===== config.mk =====
export PLATFORM = sky130hd
export DESIGN_NAME = countStreamTop
export DESIGN_NICKNAME = d
export VERILOG_FILES = /design/src/common/streamPkg.sv /design/src/fifo/syncFifo.sv /design/src/source/popcountPipe.sv /design/src/source/countStreamTop.sv
export SDC_FILE = /design/constraint.sdc
export NUM_CORES = 1
export LEC_CHECK = 0
export BUFFER_PORTS_ARGS = -buffer_cell sky130_fd_sc_hd__buf_4
export CAP_MARGIN = 20
export CORE_ASPECT_RATIO = 1.4
export CORE_MARGIN = 8
export CORE_UTILIZATION = 56
export DETAILED_ROUTE_END_ITERATION = 16
export PLACE_DENSITY = 0.85
export SLEW_MARGIN = 10
export SYNTH_ARGS = -nofsm -noshare
export SYNTH_HDL_FRONTEND = slang
export SYNTH_HIERARCHICAL = 1
export SYNTH_SLANG_ARGS = --single-unit

===== constraint.sdc =====
create_clock -name rdclk -period 4.49 [get_ports rdclk]
set_input_delay 0 -clock rdclk [delete_from_list [all_inputs] [get_ports rdclk]]
set_output_delay 0 -clock rdclk [all_outputs]
set_load 0.02 [all_outputs]

===== src/common/streamPkg.sv =====
package streamPkg;

    // widths of the stream payload
    localparam int wordBits  = 32;
    localparam int countBits = 6;   // holds 0..32

    // one data word as the producer writes it
    typedef logic [wordBits-1:0] wordT;

    // number of set bits in a word
    typedef logic [countBits-1:0] countT;

    // count in the upper bits, word in the lower bits
    typedef logic [countBits+wordBits-1:0] resultT;

    // cycles from issue to the output FIFO write
    localparam int pipeStages = 3;

endpackage


===== src/fifo/syncFifo.sv =====
`timescale 1ns/1ns

module syncFifo #(
    parameter int width            = 32,
    parameter int depthLog2        = 4,
    parameter int almostFullMargin = 2
) (
    input  logic             rdclk,
    input  logic             wrrst,

    // write side
    input  logic             writeEnable,
    input  logic [width-1:0] dataIn,
    output logic             almostFull,

    // read side, show-ahead
    input  logic             readEnable,
    output logic [width-1:0] dataOut,
    output logic             empty
);

    localparam int depth = 1 << depthLog2;

    // one extra head bit so a completely full FIFO is not seen as empty
    localparam logic [depthLog2:0] almostFullLevel =
        (depthLog2 + 1)'(depth - almostFullMargin);

    logic [width-1:0] mem [depth];

    logic [depthLog2:0] writeHead;
    logic [depthLog2:0] readHead;
    logic [depthLog2:0] used;

    assign used = writeHead - readHead;    // wraps on purpose

    assign empty      = (used == '0);
    assign almostFull = (used >= almostFullLevel);

    // look-ahead data, valid whenever empty is low
    assign dataOut = mem[readHead[depthLog2-1:0]];

    always_ff @(posedge rdclk) begin
        if (wrrst) begin
            writeHead <= '0;
            readHead  <= '0;
        end else begin
            if (writeEnable) begin
                writeHead <= writeHead + 1'b1;
            end
            if (readEnable) begin
                readHead <= readHead + 1'b1;
            end
        end
    end

    // storage itself keeps no reset
    always_ff @(posedge rdclk) begin
        if (writeEnable) begin
            mem[writeHead[depthLog2-1:0]] <= dataIn;
        end
    end

endmodule


===== src/source/popcountPipe.sv =====
`timescale 1ns/1ns

module popcountPipe (
    input  logic             rdclk,
    input  logic             wrrst,

    // from the input FIFO, show-ahead
    input  logic             inEmpty,
    input  streamPkg::wordT  inData,
    output logic             inRead,

    // to the output FIFO
    input  logic             outAlmostFull,
    output logic             outWrite,
    output streamPkg::resultT outData
);

    import streamPkg::*;

    // set bits of one byte, 0..8
    function automatic logic [3:0] byteCount(input logic [7:0] b);
        logic [3:0] n;
        n = '0;
        for (int i = 0; i < 8; i++) begin
            n = n + 4'(b[i]);
        end
        return n;
    endfunction

    logic [pipeStages-1:0] validChain;  // bit k set when stage k+1 holds a word

    logic [3:0] byteCnt [4];            // combinational, from inData

    // stage one
    wordT       s1Word;
    logic [3:0] s1ByteCnt [4];

    // stage two
    wordT       s2Word;
    logic [4:0] s2HalfCnt [2];

    // stage three
    wordT       s3Word;
    countT      s3Count;

    // the output margin already covers everything in flight
    assign inRead = !inEmpty && !outAlmostFull;

    always_comb begin
        for (int k = 0; k < 4; k++) begin
            byteCnt[k] = byteCount(inData[8*k +: 8]);
        end
    end

    always_ff @(posedge rdclk) begin
        if (wrrst) begin
            validChain <= '0;
        end else begin
            validChain <= {validChain[pipeStages-2:0], inRead};
        end
    end

    always_ff @(posedge rdclk) begin
        if (inRead) begin
            s1Word <= inData;
            for (int k = 0; k < 4; k++) begin
                s1ByteCnt[k] <= byteCnt[k];
            end
        end
    end

    always_ff @(posedge rdclk) begin
        if (validChain[0]) begin
            s2Word       <= s1Word;
            s2HalfCnt[0] <= 5'(s1ByteCnt[0]) + 5'(s1ByteCnt[1]);   // low half
            s2HalfCnt[1] <= 5'(s1ByteCnt[2]) + 5'(s1ByteCnt[3]);   // high half
        end
    end

    always_ff @(posedge rdclk) begin
        if (validChain[1]) begin
            s3Word  <= s2Word;
            s3Count <= countT'(s2HalfCnt[0]) + countT'(s2HalfCnt[1]);
        end
    end

    assign outWrite = validChain[pipeStages-1];
    assign outData  = {s3Count, s3Word};

endmodule


===== src/source/countStreamTop.sv =====
`timescale 1ns/1ns

module countStreamTop #(
    parameter int inDepthLog2  = 4,
    parameter int outDepthLog2 = 4
) (
    input  logic              rdclk,
    input  logic              wrrst,

    // producer side
    input  logic              writeEnable,
    input  streamPkg::wordT   dataIn,
    output logic              almostFull,

    // consumer side
    input  logic              readEnable,
    output streamPkg::resultT dataOut,
    output logic              empty
);

    import streamPkg::*;

    // input FIFO to pipeline
    logic   inEmpty;
    wordT   inData;
    logic   inRead;

    // pipeline to output FIFO
    logic   outWrite;
    resultT outData;
    logic   outAlmostFull;

    syncFifo #(
        .width            ($bits(wordT)),
        .depthLog2        (inDepthLog2),
        .almostFullMargin (2)
    ) u_inFifo (
        .rdclk       (rdclk),
        .wrrst       (wrrst),
        .writeEnable (writeEnable),
        .dataIn      (dataIn),
        .almostFull  (almostFull),
        .readEnable  (inRead),
        .dataOut     (inData),
        .empty       (inEmpty)
    );

    popcountPipe u_pipe (
        .rdclk         (rdclk),
        .wrrst         (wrrst),
        .inEmpty       (inEmpty),
        .inData        (inData),
        .inRead        (inRead),
        .outAlmostFull (outAlmostFull),
        .outWrite      (outWrite),
        .outData       (outData)
    );

    // margin leaves room for every word still in the pipeline
    syncFifo #(
        .width            ($bits(resultT)),
        .depthLog2        (outDepthLog2),
        .almostFullMargin (pipeStages + 1)
    ) u_outFifo (
        .rdclk       (rdclk),
        .wrrst       (wrrst),
        .writeEnable (outWrite),
        .dataIn      (outData),
        .almostFull  (outAlmostFull),
        .readEnable  (readEnable),
        .dataOut     (dataOut),
        .empty       (empty)
    );

endmodule


==> results of run 1 <==
==> layout make-up <==
type,count,area (um^2)
Multi-Input combinational cell,730,9780
Clock inverter,67,632
Clock buffer,127,2820
Timing Repair Buffer,177,1560
Fill cell,5367,31900
Inverter,66,248
Antenna cell,1,2.50
Sequential cell,1279,38100
Tap cell,1105,1380
==> worst max-delay path by stage <==
stage                     cells after the start                          endpoint
final                                        13  u_pipe/s1ByteCnt[0][1]$_DFFE_PP_
after global routing                         13  u_pipe/s1ByteCnt[3][1]$_DFFE_PP_
after CTS                                    13  u_pipe/s1ByteCnt[0][1]$_DFFE_PP_
after detailed placement                     13  u_pipe/s1ByteCnt[0][1]$_DFFE_PP_
after global placement                       13  u_pipe/s1ByteCnt[0][1]$_DFFE_PP_
after floorplan                              11                         flip-flop
==> cells in the final DEF, fill, tap and decap left out, types with 4 or more instances in the layout <==
cell type,instances
nand4_1,8
nor2_1,28
a22oi_1,140
dfxtp_4,4
xor2_1,11
clkbuf_1,17
and2_2,31
mux2i_1,4
dfxtp_1,25
dlygate4sd3_1,36
a21o_1,5
mux4_2,280
buf_12,9
and3b_1,4
a21oi_1,9
buf_4,130
fa_1,20
clkinv_1,22
xnor2_1,21
bufinv_16,10
nor2b_1,11
nand2_1,77
clkinv_2,19
inv_1,65
clkbuf_16,110
edfxtp_1,1248
ha_1,43
inv_6,4
clkinvlp_4,7
==> where the power goes <==
group / leakage, nW / internal, W / switching, W
sequential: 11.6 / 0.0144 / 0.000684
combinational: 4.19 / 0.00261 / 0.00309
clock: 1.67 / 0.00506 / 0.00408
==> logic make-up after synthesis <==
logic type | Yosys count
AO/OA/AOI/OAI | 168
XOR/XNOR | 33
adder cells (fa/ha/maj) | 63
buffers and inverters | 163
flip-flops | 1279
multiplexers | 284
AND/OR/NAND/NOR | 182
==> metal layers <==
layer,up-vias,wire length [um],global-route usage [%]
li1,9352,-,-
met1,12000,36700,26.1
met2,1450,58200,40.8
met3,371,9020,3.42
met4,4,6570,13.2
met5,-,21,0
==> per-stage QoR <==
stage / utilization [%] / total power (W) / cell area (um^2) / instances / setup WS [ns]
after floorplan: - / 0.0190 / 48600 / 2172 / 0.187
after global placement: 58.6 / 0.0205 / 50700 / 3321 / 0.273
after detailed placement: 58.7 / 0.0208 / 50700 / 3322 / 0.234
after CTS: 63.1 / 0.0301 / 54500 / 3552 / 0.109
after global routing: 63.1 / 0.0310 / 54500 / 3552 / 0.0358
final: 63.1 / 0.0300 / 54500 / 3552 / 0.198
==> what timing repair did <==
item                                   4_1_cts  5_1_grt
endpoints found under the hold margin      543        0
resized for setup                            0        1
setup buffers                                0        0
setup endpoints to repair                    0        2
hold buffers                                36        0
==> sequential cells by signal, summed over array words and instances, names as in the netlist, named ones only <==
register,flops
u_inFifo/mem,512
u_inFifo/readHead,5
u_inFifo/writeHead,5
u_outFifo/mem,608
u_outFifo/readHead,5
u_outFifo/writeHead,5
u_pipe/s1ByteCnt,16
u_pipe/s1Word,32
u_pipe/s2HalfCnt,10
u_pipe/s2Word,32
u_pipe/s3Count,6
u_pipe/s3Word,32
u_pipe/validChain,3
==> impl_metrics.yaml, run 1 <==
power_and_ir_drop:
  leakagePower_nw: 17.4
  power.density_nw_per_um2: 550
  peakVddDrop_uv: 392
synthesis:
  synth-compound-area-share_pct: 2.56
  synth_edf_count: 1248
  synth.largest_area_cell: "edfxtp_1"
  synth_fa_ha_area_share_pct: 1.93
  synth_top_area_share_pct: 77.2
  yosysSeqAreaShare_pct: 78.5
  synthesis.nets: 2271
  yosys-top-cells-count: "1248 x edfxtp_1, 280 x mux4_2, 140 x a22oi_1"
  yosysWarnings: 6
  synth_most_common_cell: "edfxtp_1"
  synth-simple-area-share_pct: 1.81
  synthTopCellsByArea: "edfxtp_1 77%, mux4_2 13%, a22oi_1 2.2%"
  async_reset_ff_share_pct: 0
  synth_flop_cell: "edfxtp_1"
  ys_types: 41
  netlist_area_um2: 48600
  syn_avg_cell_area_um2: 22.4
  syn_inst: 2172
  synth_xor_area_share_pct: 0.624
  synth.area.mux_share_pct: 13.1
  synth_top_family_by_area: "multiplexers"
  ys_ff_latch: 1279
setup_path:
  reg2reg_to: "u_pipe/s1ByteCnt[0][1]$_DFFE_PP_"
  end_kind: "flip-flop"
  critical_path_class: "flip-flop to flip-flop"
  crit_buf_inv: 6
  crit_arrival_ns: 4.84
  worstPathCellList: "buf_12 > buf_4 > mux4_2 > a22oi_1 > nand2_1 > ha_1 > inv_1 > fa_1 > inv_1 > fa_1 > inv_1 > fa_1 > inv_1"
  crit_path_start_kind: "flip-flop"
  path_delay_family: "adder cells"
  path_max_fanout: 46
  critPathRequiredTime_ns: 5.04
  crit_path_max_incr_delay_ns: 0.66
  r2r_setup_slack_ns: 0.20
  worst_path_most_repeated_cell: "inv_1"
  r2r_cells: 13
  crit_slowest_cell: "dfxtp_4"
route:
  wl_per_cell_um: 31.1
  drc_errors: 0
  vias: 23100
  drtIter0Drc: 2430
  dr.pass1.iters: 6
  viasPerCell: 6.51
  drt-total-wl_um: 110000
  final_antenna_net_count: 0
cells_and_area:
  syn2layout_area_growth_pct: 12.3
  drive_above_1_share_pct: 25.5
  final_nets: 2460
hold_path:
  whs_endpoint: "u_inFifo/mem[7][14]$_DFFE_PP_"
  min_from: "dataIn[14]"
  worstHoldPathType: "input port to flip-flop"
  whs_path_depth: 2
timing:
  min_period_over_period_pct: 95.6
  period_minus_slack_ns: 4.29
  hold_ws_ns: 0.159
  worst_slew_pin_slew_ns: 1.22
  timing.slew.headroom_pct: 18.7
  rsz0062_at_grt: "no"
  fin_setup_tns_ns: 0
  timing.final.hold_violations: 0
  slew_viol_final: 0
  finalSetupViolations: 0
  fmax_mhz: 233
  skew_ns: 0.0325
global_routing:
  grt_use_total_pct: 22.8
  grt_max_degree: 67
  grt_pass1_vias: 24900
  grt_pass1_wl_um: 160000
  antenna_found_initial: 3
  grt.overflow.total: 0
clock_network:
  cts_tree: "done"
  clkLatencyLatePin_ns: 0.69
  cts.clk_slew.worst_paths_ns: 0.06
  cts_root_buf: "clkbuf_16"
  cts_buffer_depth: 3
  h-tree-depth: 3
  cts-buffers-inserted: 107
  cts.sinks: 1279
flow_run:
  cap_violations: 0
floorplanning:
  die_height_um: 364
  io_pins: 76
  start_util_pct: 56.1
  die_w_um: 265
  coreArea_um2: 86500
  fp-row-count: 128
  dieArea_um2: 96500
placement:
  gp_congestion: 0.741
  dp_hpwl_um: 58700
  port_buffers: 75
status:
  status: "complete, no violations"
Power figures use the tool's default switching activity.
==> run 2, diff against run 1 <==
--- a/config.mk
+++ b/config.mk
@@ -5,7 +5,7 @@
 export SDC_FILE = /design/constraint.sdc
 export NUM_CORES = 1
 export LEC_CHECK = 0
-export BUFFER_PORTS_ARGS = -buffer_cell sky130_fd_sc_hd__buf_4
+export BUFFER_PORTS_ARGS = -buffer_cell sky130_fd_sc_hd__buf_2
 export CAP_MARGIN = 20
 export CORE_ASPECT_RATIO = 1.4
 export CORE_MARGIN = 8
==> impl_metrics.yaml, run 2 (same netlist as run 1, synthesis figures left out) <==
timing:
  period_minus_slack_ns: 4.38
  timing.final.hold_violations: 0
  timing.slew.headroom_pct: 17.6
  min_period_over_period_pct: 97.7
  rsz0062_at_grt: "no"
  finalSetupViolations: 0
  worst_slew_pin_slew_ns: 1.24
  fin_setup_tns_ns: 0
  hold_ws_ns: 0.227
  layout_setup_ws_ns: 0.105
  slew_viol_final: 0
  skew_ns: 0.0449
  fmax_mhz: 228
setup_path:
  crit_cells: 13
  crit_path_start_kind: "flip-flop"
  crit_path_max_incr_delay_ns: 0.64
  path_delay_family: "adder cells"
  crit_slowest_cell: "dfxtp_4"
  crit_end: "u_pipe/s1ByteCnt[3][2]$_DFFE_PP_"
  r2r_setup_slack_ns: 0.11
  end_kind: "flip-flop"
  path_max_fanout: 27
  reg2reg_to: "u_pipe/s1ByteCnt[3][2]$_DFFE_PP_"
  worstPathCellList: "buf_4 > mux4_2 > a22oi_1 > nand2_1 > fa_1 > inv_1 > fa_1 > fa_1 > inv_1 > ha_1 > inv_1 > fa_1 > xnor2_1"
  critPathRequiredTime_ns: 4.90
  crit_buf_inv: 4
  worst_path_most_repeated_cell: "fa_1"
  crit_arrival_ns: 4.80
  critical_path_class: "flip-flop to flip-flop"
  r2r_cells: 13
floorplanning:
  fp-row-count: 128
  die_w_um: 265
  dieArea_um2: 96500
  io_pins: 76
  coreArea_um2: 86500
  start_util_pct: 56.1
  die_height_um: 364
clock_network:
  cts_root_buf: "clkbuf_16"
  cts.clk_slew.worst_paths_ns: 0.07
  clkLatencyLatePin_ns: 0.70
  cts_tree: "done"
  h-tree-depth: 3
  post_cts.resized_instances: 0
  cts.sinks: 1279
  cts_buffer_depth: 3
  cts-buffers-inserted: 108
route:
  dr.pass1.iters: 6
  drtIter0Drc: 2868
  vias: 23300
  wl_per_cell_um: 31.1
  final_antenna_net_count: 0
  drc_errors: 0
  drt-total-wl_um: 111000
  viasPerCell: 6.51
power_and_ir_drop:
  leakagePower_nw: 17.5
  peakVddDrop_uv: 485
  power.density_nw_per_um2: 550
global_routing:
  grt.overflow.total: 0
  grt_pass1_vias: 24700
  grt_pass1_wl_um: 162000
  grt_use_total_pct: 22.9
  antenna_found_initial: 4
  grt_max_degree: 61
cells_and_area:
  drive_above_1_share_pct: 26.0
  fill_cells: 5437
  syn2layout_area_growth_pct: 12.2
  final_nets: 2483
  layout_common_cells: "1248 x edfxtp_1, 280 x mux4_2, 140 x a22oi_1"
  final_area_um2: 54500
  fin_util_pct: 63.0
  final_common_cell: "edfxtp_1"
  largest_reg_flops: 608
hold_path:
  worstHoldPathType: "input port to flip-flop"
  min_from: "dataIn[23]"
flow_run:
  cap_violations: 0
placement:
  placedInstanceArea_um2: 50600
  dp_hpwl_um: 59700
  gp_congestion: 0.763
  pre_cts_ws_ns: 0.245
  port_buffers: 75
status:
  status: "complete, no violations"
[run 2: cell types whose count changed in the layout (fill, tap and decap cells not counted), moves of 2 or more]
cell,previous run,this run
clkinv_1,22,17
clkbuf_16,110,108
bufinv_16,10,8
clkinv_2,19,21
inv_16,0,2
diode_2,1,3
inv_6,4,2
clkinv_16,0,3
clkbuf_1,17,31
clkinv_8,3,1
buf_4,130,79
buf_2,0,75
[run 2: repair_timing]
action                     CTS  global route
setup endpoints to repair    0             3
hold buffers                36             0
setup buffers                0             9
hold endpoints to repair   543             0
[run 2: per-layer routing]
metal	up-vias	routed length (um)	global-route usage, %
met4	2	4920	10.2
met5	-	8	0
li1	9407	-	-
met2	1411	60300	42.0
met3	302	8880	3.86
met1	12200	37200	26.2
[run 2: worst reg2reg max path, delay by kind of cell, from the launching register on]
family / cells / cell delay (ns)
adder cells (fa/ha/maj): 5 / 2.06
flip-flops: 1 / 0.64
AO/OA/AOI/OAI: 1 / 0.21
XOR/XNOR: 1 / 0.17
buffers and inverters: 4 / 0.54
AND/OR/NAND/NOR: 1 / 0.18
multiplexers: 1 / 0.32
[run 2: how the worst min path moves through the flow]
stage          cells past startpoint                                  to  slack [ns]
2_1_floorplan                      1     u_pipe/validChain[0]$_SDFF_PP0_        0.07
3_3_place_gp                       3  u_outFifo/readHead[0]$_SDFFE_PP0P_        0.34
3_5_place_dp                       3                           flip-flop        0.35
4_1_cts                            2        u_inFifo/mem[4][5]$_DFFE_PP_        0.19
5_1_grt                            2       u_inFifo/mem[2][14]$_DFFE_PP_        0.22
6_report                           2      u_inFifo/mem[12][23]$_DFFE_PP_        0.23
[run 2: power breakdown]
group	total [W]	internal, W	switching, W
Sequential	0.0151	0.0144	0.000680
Clock	0.00916	0.00495	0.00421
Combinational	0.00572	0.00263	0.00309
[run 2: area by class of cell]
cell class	count	area, um^2	area share, %
clock buffers	139	2820	5.17
clock inverters	62	636	1.17
multi-input cells	730	9780	18.0
well taps	1105	1380	2.54
inverters	66	248	0.455
diodes	3	7.51	0.0138
flip-flops and latches	1279	38100	69.9
repair buffers	199	1510	2.77
[run 2: through the flow]
stage,std cells,total power [W]
floorplan,2172,0.0190
finish,3583,0.0300
global route,3582,0.0310
detailed placement,3334,0.0208
CTS,3571,0.0301
global placement,3333,0.0204
